==> config.mk <==
export PLATFORM = sky130hd
export DESIGN_NAME = axil_read_channel
export DESIGN_NICKNAME = d
export VERILOG_FILES = /design/src/common/tst_result_pkg.sv /design/src/axil/axil_read_channel.sv
export VERILOG_INCLUDE_DIRS = /design/src /design/src/common
export SDC_FILE = /design/constraint.sdc
export NUM_CORES = 1
export LEC_CHECK = 0
export BUFFER_PORTS_ARGS = -buffer_cell sky130_fd_sc_hd__clkbuf_2
export CAP_MARGIN = 20
export CORE_MARGIN = 1.5
export CORE_UTILIZATION = 40
export DETAILED_ROUTE_END_ITERATION = 10
export PLACE_DENSITY = 0.94
export SETUP_SLACK_MARGIN = 0.4
export SYNTH_ARGS = -nofsm -noshare
export SYNTH_HDL_FRONTEND = slang
export SYNTH_SLANG_ARGS = --single-unit
==> constraint.sdc <==
create_clock -name ACLK -period 2.93 [get_ports ACLK]
set_clock_uncertainty 0.1 [all_clocks]
set_input_delay 0.4395 -clock ACLK [delete_from_list [all_inputs] [get_ports ACLK]]
set_output_delay 0.4395 -clock ACLK [all_outputs]
set_load 0.02 [all_outputs]
==> src/common/tst_result_config.svh <==
/*
 * Widths, channel count and register map of the link test result block.
 * Addresses are byte offsets and only the low TST_REG_ADDR_W bits are decoded.
 */
`ifndef TST_RESULT_CONFIG_SVH
`define TST_RESULT_CONFIG_SVH

// bus
`define TST_ADDR_W          8
`define TST_DATA_W          32
`define TST_REG_ADDR_W      6

// channels
`define TST_NUM_CHANNELS    64
`define TST_CNT_W           48
`define TST_LAT_W           16

// register map
`define TST_ADDR_CTRL       'h20
`define TST_ADDR_ASEL       'h28
`define TST_ADDR_RES0       'h2C
`define TST_ADDR_RES1       'h30
`define TST_ADDR_RES2       'h34
`define TST_ADDR_RES3       'h38
`define TST_ADDR_RES4       'h3C

`endif

==> src/common/tst_result_pkg.sv <==
/*
 * Types shared by the result register block and its testbench.
 * Widths come from tst_result_config.svh.
 */
`include "tst_result_config.svh"

package tst_result_pkg;

	// ------------------------------
	// bus and register vectors
	// ------------------------------
	typedef logic [`TST_ADDR_W-1:0]                axi_addr_t;
	typedef logic [`TST_DATA_W-1:0]                axi_data_t;
	typedef logic [`TST_DATA_W/8-1:0]              axi_strb_t;
	typedef logic [`TST_REG_ADDR_W-1:0]            reg_addr_t;
	typedef logic [$clog2(`TST_NUM_CHANNELS)-1:0]  chan_sel_t;

	// ------------------------------
	// channel results
	// ------------------------------
	typedef logic [`TST_CNT_W-1:0] count_t;
	typedef logic [`TST_LAT_W-1:0] lat_t;

	typedef struct packed {
		count_t smp;
		count_t err;
		count_t idl;
		lat_t   lat;
	} chan_result_t;

	typedef chan_result_t [`TST_NUM_CHANNELS-1:0] chan_results_t;

	// one register write, valid for a single cycle when en is set
	typedef struct packed {
		logic      en;
		reg_addr_t addr;
		axi_data_t data;
		axi_strb_t strb;
	} reg_wr_t;

	// ------------------------------
	// FSM states
	// ------------------------------
	typedef enum logic [1:0] {
		WR_IDLE,
		WR_DATA,
		WR_RESP
	} wr_state_t;

	typedef enum logic {
		RD_IDLE,
		RD_DATA
	} rd_state_t;

endpackage

==> src/axil/axil_read_channel.sv <==
/*
 * AXI4-Lite read slave, one transaction at a time.
 * Read data is sampled when the address is accepted. RRESP is always OKAY.
 */
module axil_read_channel (
	input  logic                     ACLK,
	input  logic                     ARESET,
	input  tst_result_pkg::axi_addr_t araddr,
	input  logic                     arvalid,
	output logic                     arready,
	output tst_result_pkg::axi_data_t rdata,
	output logic [1:0]               rresp,
	output logic                     rvalid,
	input  logic                     rready,
	output tst_result_pkg::reg_addr_t rd_addr,
	input  tst_result_pkg::axi_data_t rd_data
);
	import tst_result_pkg::*;

	localparam logic [1:0] RESP_OKAY = 2'b00;

	rd_state_t state;
	logic      ar_hs;

	assign arready = (state == RD_IDLE);
	assign rvalid  = (state == RD_DATA);
	assign rresp   = RESP_OKAY;
	assign ar_hs   = arvalid & arready;

	// lookup address straight from the bus
	assign rd_addr = araddr[$bits(reg_addr_t)-1:0];

	// held until the R handshake, since no new AR is taken in RD_DATA
	always_ff @(posedge ACLK) begin
		if (ar_hs)
			rdata <= rd_data;
	end

	always_ff @(posedge ACLK) begin
		if (ARESET) begin
			state <= RD_IDLE;
		end else begin
			case (state)
				RD_IDLE: if (ar_hs) state <= RD_DATA;
				RD_DATA: if (rready) state <= RD_IDLE;
			endcase
		end
	end

endmodule

==> summary.md <==
| Metric | Value |
|---|---|
| CTS resizes | `0` |
| First-pass DRT Iterations | `4` |
| Wire length per cell | `12.5 microns` |
| Setup CP Type | `reg -> reg` |
| Worst Path Max Fanout | `32` |
| Filler Cells Inserted | `approximately 210` |
| First-pass GRT wire length | `2310 microns` |
| Post-Synth Simple-Gate Area | `0.0117` |
| Post-synthesis mux area share | `0` |
| Family with the most delay on the worst path | `simple AND/OR/NAND/NOR gates` |
| Final Cycle Share | `0.515` |
| Library cells used by synthesis | `8` |
| CP cell instances | `and2b_2` |
| Crit path capture type | `flop` |
| CP arrival | `between 1 and 1.5 ns` |
| # Post-CTS Setup Buffers | `0` |
| IO Pins | `86` |
| GRT Total Usage | `0.126` |
| Clock transition at path regs | `roughly 0.080 ns` |
| Critical path origin | `rvalid$_SDFF_PP0_` |
| Final setup fails | `0` |
| Number of diodes | `0` |
| Vias post-DR | `620` |
| Most frequent cells in the layout | `clkbuf_2, edfxtp_1, clkbuf_4, clkbuf_1, conb_1` |
| Die ar. | `2990 sq um` |
| Post-route minimum period | `between 1.5 and 2 ns` |
| Number of global-route vias before repair | `555` |
| Cell Area, Synth | `1070 sq um` |
| Clock latency on the worst-skew pair | `slightly above 0.3 ns` |
| Sequential share of the synthesized area | `0.918` |
| Hold WC Path Type | `in -> reg` |
| R2R setup slack | `1.42 ns` |
| Max cap viols | `0` |
| DRT iter0 DRCs | `3` |
| CP Data Required Time | `2.78 ns` |
| Post-Synthesis Cells | `between 40 and 50` |
| Share of layout cells above drive strength 1 | `0.647` |
| Clk buf depth | `2` |
| Crit path buffers/inverters | `0` |
| Lkg Pwr | `0.645 nW` |
| Fin worst setup slack | `1.42 ns` |
| Reg2Reg Depth | `1` |
| Slew headroom | `0.535` |
| Placer congestion estimate | `0.627` |
| Reg2reg end | `rdata[16]$_DFFE_PP_` |
| Clk sinks | `33` |
| CP max stage cell | `and2b_2` |
| Worst Tran Pin Value | `approximately 0.70 ns` |
| Seq cells post-synth | `33` |
| Final Max Slew Viols | `0` |
| Compound-cell area share of the yosys netlist | `0.00703` |
| Vias per cell | `4.25` |
| Max incr delay on CP | `0.69 ns` |
| Drc violations | `0` |
| Main combinational cell family by area after synthesis | `buffers and inverters` |
| Setup TNS | `0 ns` |
| Die height | `54.7 microns` |
| Largest net degree at the start of global routing | `33` |
| Layout area overhead | `35.1%` |
| # rows | `18` |
| Chip width | `54.7 microns` |
| # hold bufs at CTS | `0` |
| Syn avg cell area | `23.2 sq um` |
| Core Footprint | `around 2500 sq um` |
| Clock root buffer master | `clkbuf_4` |
| Synthesized-area fraction occupied by adder cells | `0` |
| Hold_ws | `about 0.18 ns` |
| CTS buffer count | `5` |
| Worst slack at placement | `1.29 ns` |
| TritonCTS clock tree | `done` |
| Routed Antenna Nets | `0` |
| Critical Path End | `rdata[16]$_DFFE_PP_` |
| Power Density | `about 610 nW/um^2` |
| DP Area | `1400 sq um` |
| Finished Core Util | `0.578` |
| CP Launch Type | `flop` |
| Status | `completed` |
| Commonest non-fill, non-tap cell in the layout | `clkbuf_2` |
| Fmax | `0.662 GHz` |
| Final hold viol count | `0` |
| Levels on crit path | `1` |
| Pwr Total | `~0.9 mW` |
| Htree depth | `2` |
| XOR/XNOR Fraction of Synth Area | `0` |
| Nets | `159` |
| Final wirelength | `between 1500 and 2000 microns` |
| Starting Density | `0.427` |
| Unrepaired setup endpoints after global routing | `false` |
| Warnings from Yosys | `0` |
| Reg-to-Reg Start | `rvalid$_SDFF_PP0_` |
| Worst ir drop on vdd | `388 uV` |
| GRT overflow | `0` |
| Inst Count DP | `138` |
| Initial antenna violation count | `0` |
| Fin cells | `146` |
| # port buffers | `69` |
| Fin area | `approximately 1400 sq um` |
-- per-layer routing --
metal	share of wire	vias to the layer above	GRT usage
met5	0	-	0
met4	0.029	0	0.100
met3	0.14	9	0.0874
met2	0.49	47	0.192
met1	0.34	262	0.113
li1	-	302	-
-- sequential cells by signal (all words and copies together), names as in the netlist --
| name | flops |
|---|---|
| rdata | 32 |
| rvalid | 1 |
-- final cells by class --
cell class,instances,area (sq um),share of cell area
tap,30,37.5,0.0260
timing repair buffer,69,345,0.239
inverter,1,3.75,0.00260
clock buffer,8,48.8,0.0338
sequential,33,981,0.679
multi-input combinational,5,27.5,0.0191
-- power by group --
group,total (mW),switching [mW],internal [mW]
sequential,0.559,0.00764,0.552
clock,0.227,0.132,0.0955
combinational,0.101,0.0655,0.0354
-- worst min path at each step --
stage / from / to / slack (ns) / cells after the start
finish: ARESET / rvalid$_SDFF_PP0_ / 0.18 / 2
detailed placement: rvalid$_SDFF_PP0_ / rvalid$_SDFF_PP0_ / 0.44 / 1
global route: ARESET / rvalid$_SDFF_PP0_ / 0.14 / 2
floorplan: ARESET / rvalid$_SDFF_PP0_ / 0.41 / 1
global placement: rvalid$_SDFF_PP0_ / rvalid$_SDFF_PP0_ / 0.38 / 1
CTS: ARESET / rvalid$_SDFF_PP0_ / 0.16 / 2
-- synthesized netlist by cell type --
master | instances | area [sq um]
inv_1 | 1 | 3.75
buf_4 | 8 | 60.1
a211oi_1 | 1 | 7.51
edfxtp_1 | 32 | 961
nor2_1 | 1 | 3.75
and2b_2 | 1 | 8.76
dfxtp_1 | 1 | 20.0
conb_1 | 1 | 3.75
-- cells by family (layout without fill, tap and decap cells) --
group / after synthesis / after routing
AOI/OAI and AO/OA: 1 / 1
DFF: 33 / 33
buffers and inverters: 9 / 78
and+or+nand+nor: 2 / 2
other: 1 / 2
Power figures use the tool's default switching activity.
