==> src/common/tst_result_config.svh <==
/*
 * Widths, channel count and register map of the link test result block.
 * Addresses are byte offsets and only the low TST_REG_ADDR_W bits are decoded.
 */
`ifndef TST_RESULT_CONFIG_SVH
`define TST_RESULT_CONFIG_SVH

// bus
`define TST_ADDR_W          8
`define TST_DATA_W          32
`define TST_REG_ADDR_W      6

// channels
`define TST_NUM_CHANNELS    64
`define TST_CNT_W           48
`define TST_LAT_W           16

// register map
`define TST_ADDR_CTRL       'h20
`define TST_ADDR_ASEL       'h28
`define TST_ADDR_RES0       'h2C
`define TST_ADDR_RES1       'h30
`define TST_ADDR_RES2       'h34
`define TST_ADDR_RES3       'h38
`define TST_ADDR_RES4       'h3C

`endif

==> src/common/tst_result_pkg.sv <==
/*
 * Types shared by the result register block and its testbench.
 * Widths come from tst_result_config.svh.
 */
`include "tst_result_config.svh"

package tst_result_pkg;

	// ------------------------------
	// bus and register vectors
	// ------------------------------
	typedef logic [`TST_ADDR_W-1:0]                axi_addr_t;
	typedef logic [`TST_DATA_W-1:0]                axi_data_t;
	typedef logic [`TST_DATA_W/8-1:0]              axi_strb_t;
	typedef logic [`TST_REG_ADDR_W-1:0]            reg_addr_t;
	typedef logic [$clog2(`TST_NUM_CHANNELS)-1:0]  chan_sel_t;

	// ------------------------------
	// channel results
	// ------------------------------
	typedef logic [`TST_CNT_W-1:0] count_t;
	typedef logic [`TST_LAT_W-1:0] lat_t;

	typedef struct packed {
		count_t smp;
		count_t err;
		count_t idl;
		lat_t   lat;
	} chan_result_t;

	typedef chan_result_t [`TST_NUM_CHANNELS-1:0] chan_results_t;

	// one register write, valid for a single cycle when en is set
	typedef struct packed {
		logic      en;
		reg_addr_t addr;
		axi_data_t data;
		axi_strb_t strb;
	} reg_wr_t;

	// ------------------------------
	// FSM states
	// ------------------------------
	typedef enum logic [1:0] {
		WR_IDLE,
		WR_DATA,
		WR_RESP
	} wr_state_t;

	typedef enum logic {
		RD_IDLE,
		RD_DATA
	} rd_state_t;

endpackage

==> src/design/result_reg_map.sv <==
/*
 * Channel selector register and the read map of the result block.
 * The selector needs byte strobe 0; all other writes are ignored.
 */
`include "tst_result_config.svh"

module result_reg_map (
	input  logic                         ACLK,
	input  logic                         ARESET,
	input  tst_result_pkg::reg_wr_t       reg_wr,
	input  logic                         test_en,
	input  logic                         r_done,
	input  tst_result_pkg::chan_result_t  snap,
	input  tst_result_pkg::reg_addr_t     rd_addr,
	output tst_result_pkg::axi_data_t     rd_data,
	output tst_result_pkg::chan_sel_t     sel
);
	import tst_result_pkg::*;

	// low part of each counter that shares a word
	localparam int LO_W = `TST_CNT_W - `TST_DATA_W;

	logic sel_we;

	// ------------------------------
	// selector write
	// ------------------------------
	assign sel_we = reg_wr.en && reg_wr.strb[0] &&
		(reg_wr.addr == reg_addr_t'(`TST_ADDR_ASEL));

	always_ff @(posedge ACLK) begin
		if (ARESET)
			sel <= '0;
		else if (sel_we)
			sel <= reg_wr.data[$bits(chan_sel_t)-1:0];
	end

	// ------------------------------
	// read lookup
	// ------------------------------
	always_comb begin
		case (rd_addr)
			reg_addr_t'(`TST_ADDR_CTRL): rd_data = axi_data_t'({r_done, 15'd0, test_en});
			reg_addr_t'(`TST_ADDR_ASEL): rd_data = axi_data_t'(sel);
			reg_addr_t'(`TST_ADDR_RES0): rd_data = snap.smp[`TST_CNT_W-1 -: `TST_DATA_W];
			reg_addr_t'(`TST_ADDR_RES1): rd_data = snap.err[`TST_CNT_W-1 -: `TST_DATA_W];
			reg_addr_t'(`TST_ADDR_RES2): rd_data = {snap.err[LO_W-1:0], snap.smp[LO_W-1:0]};
			reg_addr_t'(`TST_ADDR_RES3): rd_data = snap.idl[`TST_CNT_W-1 -: `TST_DATA_W];
			reg_addr_t'(`TST_ADDR_RES4): rd_data = {snap.idl[LO_W-1:0], snap.lat};
			default:                     rd_data = '0;
		endcase
	end

endmodule

==> config.mk <==
export PLATFORM = sky130hd
export DESIGN_NAME = result_reg_map
export DESIGN_NICKNAME = d
export VERILOG_FILES = /design/src/common/tst_result_pkg.sv /design/src/design/result_reg_map.sv
export VERILOG_INCLUDE_DIRS = /design/src /design/src/common
export SDC_FILE = /design/constraint.sdc
export NUM_CORES = 1
export LEC_CHECK = 0
export ABC_AREA = 1
export ABC_CLOCK_PERIOD_IN_PS = 1100
export BUFFER_PORTS_ARGS = -buffer_cell sky130_fd_sc_hd__buf_2
export CORE_AREA = 2 2 96 98
export DETAILED_ROUTE_END_ITERATION = 10
export DIE_AREA = 0 0 98 100
export PLACE_DENSITY = 0.63
export SLEW_MARGIN = 10
export SYNTH_ARGS = -nofsm -noshare
export SYNTH_HDL_FRONTEND = slang
export SYNTH_SLANG_ARGS = --single-unit
export TNS_END_PERCENT = 1
==> constraint.sdc <==
create_clock -name ACLK -period 1.1 [get_ports ACLK]
set_clock_uncertainty 0.1 [all_clocks]
set_input_delay 0.11 -clock ACLK [delete_from_list [all_inputs] [get_ports ACLK]]
set_output_delay 0.11 -clock ACLK [all_outputs]
set_load 0.02 [all_outputs]
==> key figures <==
Power and ir drop
  – Leakage: between 0.002 and 0.0025 uW
  – P per Cell Area: between 300 and 400 nW/um2
  – Total power draw: approximately 1500 uW
  – Worst vdd ir: between 0.0004 and 0.0005 V

Detailed routing
  – Routed WL: about 11 mm
  – Starting DRT DRC Count: 112
  – Drt drc: 0
  – DR vias: 3,713
  – First-pass iteration count of the detailed router: 4
  – Drt wl/cell: between 10 and 15 um
  – Detail Route Antenna Nets: 0
  – Vias per inst: 4.72

Yosys
  – Seq/Total Area, Yosys: 0.0586
  – Post-synthesis cell count: 444
  – Ranking of synthesized cells by area: nand2_1, nand4_1, nor2_1
  – Synth warn: 0
  – Synth Register Bits: 6
  – Synth area leader: nand2_1
  – Mean post-synth cell area: ~4.6 um2
  – Synth cell types: 18
  – Synth top area share: 0.246
  – Area of the mapped netlist: between 2000 and 2500 um2
  – Syn nets: about 660

CTS
  – Clk pin slew, worst setup/hold paths: about 0.04 ns
  – CTS H-tree lvls: 1
  – Clock Path Buffers: 2
  – CTS root buffer: clkbuf_8
  – Clk_lat worst skew: around 0.23 ns
  – CTS Buf Count: 3
  – Clk sinks: 6
  – CTS tree: yes

STA
  – Final Critical Period: about 1.4 ns
  – FMAX: approximately 700 MHz
  – Final Hold Fails: 0
  – RSZ-0062 raised after global routing: true
  – Final Cycle Share: 1.29
  – Worst-margin pin slew: roughly 0.24 ns
  – Setup TNS: -8.72 ns
  – Final number of setup-violating endpoints: 32
  – Final Max Tran Viols: 0
  – Rel. slew slack: 0.842
  – Worst setup margin: -0.321 ns

Layout
  – Most flop-heavy register: sel
  – Max FFs per register: 6
  – P&R area growth vs syn: 103%
  – Fraction of layout cells with a size suffix above 1: 0.505
  – Finished Cell Area: 4160 um2
  – Inserted Diodes: 0
  – Final nets: 890
  – Filler Cells Inserted: approximately 940
  – Largest regs: sel x6

Critical path
  – Crit path DAT: ~1.2 ns
  – CP Launch Type: primary input
  – Crit Path Max Fanout: 6
  – Worst r2r src: sel[1]
  – Critical Path End: rd_data[28]
  – CP startpoint: rd_addr[1]
  – Critical path class: primary input to output pin
  – R2R Setup Slk: 0.42 ns
  – Reg-to-reg critical path endpoint: sel[1]
  – Required time of the critical path: around 0.89 ns
  – Cells on worst reg2reg path: 2
  – CP endpoint kind: output pin

Global route
  – Total GRT Usage: 0.206
  – Global route overflow: 0
  – Vias in the first global route: around 3,600
  – First-pass GRT wire length: approximately 17 mm
  – Largest net degree at the start of global routing: 33
  – Initial antenna violation count: 0

Die
  – Die Wd: between 90 and 100 um
  – Initial Util: 0.230
  – Die height: approximately 100 um
  – Die Area: between 9000 and 10,000 um2
  – Core Area: a little under 9000 um2
  – I/O pin count: roughly 250
  – Row count: 35

Placement
  – Pre-CTS setup slack: -0.395 ns
  – Hpwl dp: 8.20 mm
  – GPL Wtd Cong: 0.899
  – Dpl cell area: between 3000 and 4000 um2
  – Port Buffer Count: roughly 220

Job
  – Max cap viols: 0

Hold path
  – HP Class: primary input to register

Status
  – Outcome: complete, but fails checks
  – Failing checks: negative setup slack
==> power by group <==
group,leakage [uW],switching [uW],internal [uW]
Combinational,0.00242,453,465
Clock,0.0000216,106,236
Sequential,0.0000483,0.693,220
Total,0.00249,560,921
==> final cells by class <==
| type | count | area (um2) | area share |
|---|---|---|---|
| multi-input combinational | 333 | 1740 | 0.418 |
| inverter | 78 | 305 | 0.0735 |
| timing repair buffer | 255 | 1810 | 0.436 |
| sequential | 6 | 120 | 0.0289 |
| tap | 111 | 139 | 0.0334 |
| clock buffer | 3 | 41.3 | 0.00994 |
==> routing by layer <==
layer	global-route usage	part of all wire
met1	0.241	0.39
met5	0	0
met4	0.0374	0.013
met3	0.0244	0.076
met2	0.406	0.52
==> worst min path at each step <==
stage / cells after the start / endpoint / from
floorplan: 4 / sel[0] / reg_wr[4]
global placement: 5 / sel[3] / reg_wr[7]
detailed placement: 5 / sel[2] / reg_wr[6]
CTS: 5 / sel[2] / reg_wr[6]
global route: 5 / sel[2] / reg_wr[6]
finish: 5 / sel[2] / reg_wr[6]
==> logic make-up (layout without fill, tap and decap cells) <==
logic type | after synthesis | in the layout | synth area share
simple gates | 317 | 317 | 0.690
buf+inv | 105 | 336 | 0.213
compound gates | 16 | 16 | 0.0391
flops | 6 | 6 | 0.0586
==> stage by stage <==
step / util / hold WS, ns / cells
after floorplan: - / 0.203 / 444
after CTS: 0.460 / 0.0808 / 786
after detailed placement: 0.399 / 0.314 / 773
final: 0.467 / 0.0793 / 786
after global routing: 0.467 / 0.102 / 786
after global placement: 0.399 / 0.302 / 773
==> layout by cell type, fill, tap and decap left out, types with 6 or more instances in the layout <==
cell type	n
inv_1	73
a21oi_1	7
nor2_1	65
nor2_2	20
buf_6	32
buf_2	187
a21oi_2	8
dfxtp_1	6
nand4_1	56
nor2_4	10
nand3_1	27
nand2_1	98
nand2_2	36
buf_4	18
buf_12	12
==> what timing repair did <==
action,in CTS,in global routing
setup buffers,7,0
gates cloned,4,0
pin swaps,18,2
endpoints found under the hold margin,0,0
resized for setup,108,18
hold buffers,0,0
setup endpoints to repair,32,32
==> cell usage after synthesis <==
library cell,n
dfxtp_1,6
inv_2,4
o21ai_0,1
nand4_1,56
nand3_4,1
nand3_2,2
buf_6,1
nor3_1,1
nand2_1,134
nand3_1,28
a21oi_1,15
inv_1,74
buf_4,3
nor2_2,2
nor2_1,91
nor2_4,2
buf_2,18
clkbuf_1,5
==> critical path: stages <==
cell	delay, ns
buf_6	0.10
nor2_4	0.11
buf_12	0.12
buf_12	0.10
nand3_4	0.15
buf_8	0.19
nor2_2	0.10
nor2_1	0.05
nand2_2	0.05
buf_6	0.11
Power figures use the tool's default switching activity.
