[src/common/tst_result_config.svh]
/*
 * Widths, channel count and register map of the link test result block.
 * Addresses are byte offsets and only the low TST_REG_ADDR_W bits are decoded.
 */
`ifndef TST_RESULT_CONFIG_SVH
`define TST_RESULT_CONFIG_SVH

// bus
`define TST_ADDR_W          8
`define TST_DATA_W          32
`define TST_REG_ADDR_W      6

// channels
`define TST_NUM_CHANNELS    64
`define TST_CNT_W           48
`define TST_LAT_W           16

// register map
`define TST_ADDR_CTRL       'h20
`define TST_ADDR_ASEL       'h28
`define TST_ADDR_RES0       'h2C
`define TST_ADDR_RES1       'h30
`define TST_ADDR_RES2       'h34
`define TST_ADDR_RES3       'h38
`define TST_ADDR_RES4       'h3C

`endif

[src/common/tst_result_pkg.sv]
/*
 * Types shared by the result register block and its testbench.
 * Widths come from tst_result_config.svh.
 */
`include "tst_result_config.svh"

package tst_result_pkg;

	// ------------------------------
	// bus and register vectors
	// ------------------------------
	typedef logic [`TST_ADDR_W-1:0]                axi_addr_t;
	typedef logic [`TST_DATA_W-1:0]                axi_data_t;
	typedef logic [`TST_DATA_W/8-1:0]              axi_strb_t;
	typedef logic [`TST_REG_ADDR_W-1:0]            reg_addr_t;
	typedef logic [$clog2(`TST_NUM_CHANNELS)-1:0]  chan_sel_t;

	// ------------------------------
	// channel results
	// ------------------------------
	typedef logic [`TST_CNT_W-1:0] count_t;
	typedef logic [`TST_LAT_W-1:0] lat_t;

	typedef struct packed {
		count_t smp;
		count_t err;
		count_t idl;
		lat_t   lat;
	} chan_result_t;

	typedef chan_result_t [`TST_NUM_CHANNELS-1:0] chan_results_t;

	// one register write, valid for a single cycle when en is set
	typedef struct packed {
		logic      en;
		reg_addr_t addr;
		axi_data_t data;
		axi_strb_t strb;
	} reg_wr_t;

	// ------------------------------
	// FSM states
	// ------------------------------
	typedef enum logic [1:0] {
		WR_IDLE,
		WR_DATA,
		WR_RESP
	} wr_state_t;

	typedef enum logic {
		RD_IDLE,
		RD_DATA
	} rd_state_t;

endpackage

[src/axil/axil_write_channel.sv]
/*
 * AXI4-Lite write slave, one transaction at a time.
 * AW must come before W; a W beat offered early waits for the address.
 * BRESP is always OKAY.
 */
module axil_write_channel (
	input  logic                     ACLK,
	input  logic                     ARESET,
	input  tst_result_pkg::axi_addr_t awaddr,
	input  logic                     awvalid,
	output logic                     awready,
	input  tst_result_pkg::axi_data_t wdata,
	input  tst_result_pkg::axi_strb_t wstrb,
	input  logic                     wvalid,
	output logic                     wready,
	output logic [1:0]               bresp,
	output logic                     bvalid,
	input  logic                     bready,
	output tst_result_pkg::reg_wr_t   reg_wr
);
	import tst_result_pkg::*;

	localparam logic [1:0] RESP_OKAY = 2'b00;

	wr_state_t state;
	reg_addr_t waddr;
	logic      aw_hs;
	logic      w_hs;

	assign awready = (state == WR_IDLE);
	assign wready  = (state == WR_DATA);
	assign bvalid  = (state == WR_RESP);
	assign bresp   = RESP_OKAY;

	assign aw_hs = awvalid & awready;
	assign w_hs  = wvalid & wready;

	// register write lands on the W handshake edge
	assign reg_wr.en   = w_hs;
	assign reg_wr.addr = waddr;
	assign reg_wr.data = wdata;
	assign reg_wr.strb = wstrb;

	always_ff @(posedge ACLK) begin
		if (aw_hs)
			waddr <= awaddr[$bits(reg_addr_t)-1:0];
	end

	always_ff @(posedge ACLK) begin
		if (ARESET) begin
			state <= WR_IDLE;
		end else begin
			case (state)
				WR_IDLE: if (aw_hs) state <= WR_DATA;
				WR_DATA: if (w_hs) state <= WR_RESP;
				WR_RESP: if (bready) state <= WR_IDLE;
				default: state <= WR_IDLE;
			endcase
		end
	end

endmodule

[config.mk]
export PLATFORM = sky130hd
export DESIGN_NAME = axil_write_channel
export DESIGN_NICKNAME = d
export VERILOG_FILES = /design/src/common/tst_result_pkg.sv /design/src/axil/axil_write_channel.sv
export VERILOG_INCLUDE_DIRS = /design/src /design/src/common
export SDC_FILE = /design/constraint.sdc
export NUM_CORES = 1
export LEC_CHECK = 0
export BUFFER_PORTS_ARGS = -buffer_cell sky130_fd_sc_hd__buf_2
export CELL_PAD_IN_SITES_DETAIL_PLACEMENT = 1
export CELL_PAD_IN_SITES_GLOBAL_PLACEMENT = 2
export CORE_MARGIN = 4
export CORE_UTILIZATION = 11
export DETAILED_ROUTE_END_ITERATION = 16
export PLACE_DENSITY = 0.85
export SKIP_LAST_GASP = 1
export SLEW_MARGIN = 30
export SYNTH_ARGS = -nofsm -noshare
export SYNTH_HDL_FRONTEND = slang
export SYNTH_SLANG_ARGS = --single-unit
[constraint.sdc]
create_clock -name ACLK -period 1.5 [get_ports ACLK]
set_clock_uncertainty 0.15 [all_clocks]
set_input_delay 0.15 -clock ACLK [delete_from_list [all_inputs] [get_ports ACLK]]
set_output_delay 0.15 -clock ACLK [all_outputs]
set_load 0.1 [all_outputs]
==> metrics list <==
* Crit Path Category: flip-flop to output pin
- Setup slack after placement: 0.305 ns
- Critical path, cell by cell: nand2_1, nor2_1, buf_12
* Met3 Track Usage GR: 0.0336
- STA puts the critical path data required time at 1.20 ns.
- Total GRT Usage: 0.0387
- Post-synth EDFFs: 6
- Once layout is complete, the utilization of the core stands at 0.133.
* H-tree depth: 1
- The number of hold violations in the final report came to 0.
- The HPWL after detailed placement is 847 µm.
* Cell with the most instances after synthesis: buf_4
- The longest clock path from root to sink contains 2 buffers.
- Fraction of synthesis flops using an asynchronous set or reset pin: 0
- In the synthesized netlist the dominant register cell turns out to be edfxtp_1.
- The worst setup path is captured at an output pin.
- Averaged over all synthesized cells, the footprint is 9.97 µm².
- The first global-routing pass estimated 1.80 mm of wire.
- Floorplan die height: 80.5 µm
- Global routing finished with a remaining overflow of 0.
* Iteration-0 DRC count of the detailed router: 4
- Maximum net fanout on the critical path: 7
- Peak Freq: 722 MHz
- Relative to the synthesized area, the layout overhead comes to 17.1%.
- Port Buf Inserts: 20
- Dividing the detail-routed via count by the number of cells gives 2.34.
- Once layout is done, the placed cells without fillers occupy 677 µm².
- Number of clock buffers inserted by TritonCTS: 3
- Share of layout cells above drive strength 1: 0.538
- For met2 alone, demand over resource in global routing was 0.0613.
- Wire length per cell: 9.29 µm
- The final count of pins violating max slew is 0.
* Maximum ir drop on the vdd rail: 252 µV
- In the final design database the tool counted 102 nets.
- Pwr Density: 1190 mW/mm²
- Slowest stage delay, CP: 0.38 ns
- Before antenna repair, the detailed router went through 2 iterations.
- Count of synthesis-stage warnings from yosys: 0
- TritonCTS built the clock tree.
* Number of cells produced by synthesis: 58
- For met1 alone, demand over resource in global routing was 0.0342.
- Floorplan Core Area: 0.00511 mm²
- STA puts the critical path data arrival time at 1.08 ns.
- Ports: 97
- The clock net in this run drives a total of 8 sinks.
* Register area share after synthesis: 0.381
- Summing every instance area after synthesis gives 578 µm².
- Remaining number of nets flagged by the antenna check after routing: 0
* X dimension of the die: 80.5 µm
* Unrepaired setup endpoints after global routing: no
- The initial utilization of the core area, before any placement, comes to 0.113.
- The slowest stage of the critical path belongs to the cell dfxtp_2.
- For the worst-skew pair, the clock arrives at the later sink with an insertion delay of 0.22 ns.
- Weighted congestion at the end of routability-driven global placement: 0.579
- Total vias in the final route: 285
- DRC violations left: 0
- Vias in the first global route: 368
* Antenna Diode Count: 0
- Startpoint class of the critical path: flip-flop
- Counting flops and latches in the post-synthesis netlist gives 8.
- The routed design has 1.13 mm of wire.
- Pin count of the biggest net entering global routing: 8
- Fill cell instance count of the final layout: 602
- Largest cells by area after synthesis: buf_4 (51%), edfxtp_1 (31%), dfxtp_1 (6.9%)
- Subtracting the final worst setup slack from the clock period gives 1.38 ns.
- Counting instances in the post-synthesis netlist gives the leading cell types as buf_4 (39), edfxtp_1 (6), nor2_1 (3).
- Most used routing layer: met2
* Worst hold path type: primary input to flip-flop
- Clock-pin slew was measured on the worst setup and hold paths at 0.04 ns.
- Across all setup checks in the final design, the least slack found is 0.115 ns.
- For the final routed database, the setup TNS stands at 0 ns.
- Post-CTS repair changed the size of 0 cells.
- In this run the cell area measured after placement is 552 µm².
- Number of max-cap violations: 0
- Summed over all cells, the static leakage comes to 0.264 nW.
* Setup violators final: 0
- Portion of the clock cycle consumed by the worst path in the final layout: 0.923
- Biggest area consumer among synthesized cells: buf_4
- The number of antenna violations at the first check in global routing was 0.
- Yosys cell types: 12
- Area share of the largest cell type after synthesis: 0.506
- The floorplan has 26 rows.
- Die area: 0.00648 mm²
- Clock root buffer: clkbuf_8
* Result of the run: complete, no violations
==> final timing paths <==
path                              start                     to  slack [ns]  cells after the start
hold reg to reg   state[1]$_SDFFE_PP0P_  state[0]$_SDFFE_PP0P_        0.39                      1
setup / recovery  state[0]$_SDFFE_PP0P_             reg_wr[42]        0.12                      3
setup reg to reg  state[0]$_SDFFE_PP0P_  state[1]$_SDFFE_PP0P_        0.30                      2
hold / removal                   bready  state[1]$_SDFFE_PP0P_        0.06                      3
==> layout by cell type (no fill, tap or decap) <==
cell / n
buf_2: 16
dlygate4sd3_1: 8
edfxtp_1: 6
buf_12: 4
clkbuf_8: 3
nor2_1: 2
conb_1: 2
dfxtp_2: 2
nor2b_2: 1
nor2_4: 1
and2_4: 1
nand2_1: 1
and2b_1: 1
a2111oi_0: 1
or4b_1: 1
o31ai_1: 1
clkbuf_1: 1
==> layer usage <==
layer | vias up | wire, µm
met5 | - | 0
met4 | 0 | 6
met3 | 2 | 169
met2 | 25 | 500
met1 | 125 | 455
li1 | 133 | -
==> worst max-delay path: cells and delay by family (launching register included) <==
| kind | cells | cell delay, ns |
|---|---|---|
| and+or+nand+nor | 2 | 0.26 |
| DFF | 1 | 0.38 |
| buffers and inverters | 1 | 0.20 |
==> through the flow <==
stage / hold slack (ns) / total power [mW] / std cells
after floorplan: 0.0835 / 0.915 / 59
after detailed placement: 0.151 / 0.525 / 110
after global placement: 0.151 / 0.522 / 110
final: 0.0622 / 0.805 / 122
after global routing: 0.102 / 0.850 / 122
after CTS: 0.0524 / 0.824 / 122
==> layout make-up <==
| type | instances | area (µm²) | share of cell area |
|---|---|---|---|
| Sequential cell | 8 | 223 | 0.329 |
| Multi-Input combinational cell | 12 | 81.3 | 0.120 |
| Timing Repair Buffer | 28 | 240 | 0.355 |
| Tap cell | 70 | 87.6 | 0.129 |
| Clock buffer | 4 | 45.0 | 0.0665 |
==> power breakdown <==
part | internal, mW | total [mW] | switching, mW
registers | 0.258 | 0.268 | 0.0103
clock network | 0.184 | 0.268 | 0.0840
logic | 0.0731 | 0.269 | 0.195
==> sequential cells by signal (all words and copies together), names as in the netlist <==
name   flops
waddr      6
state      2
==> kinds of logic after synthesis <==
kind of cell    after synthesis  share of synthesized area
compound gates                2                     0.0281
buf+inv                      39                      0.506
flops                         8                      0.381
other cells                   1                    0.00649
simple gates                  8                     0.0779
==> timing repair <==
| action | in CTS | in global routing |
|---|---|---|
| hold buffers | 8 | 0 |
| endpoints found under the hold margin | 8 | 0 |
| setup buffers | 0 | 0 |
Power figures use the tool's default switching activity.
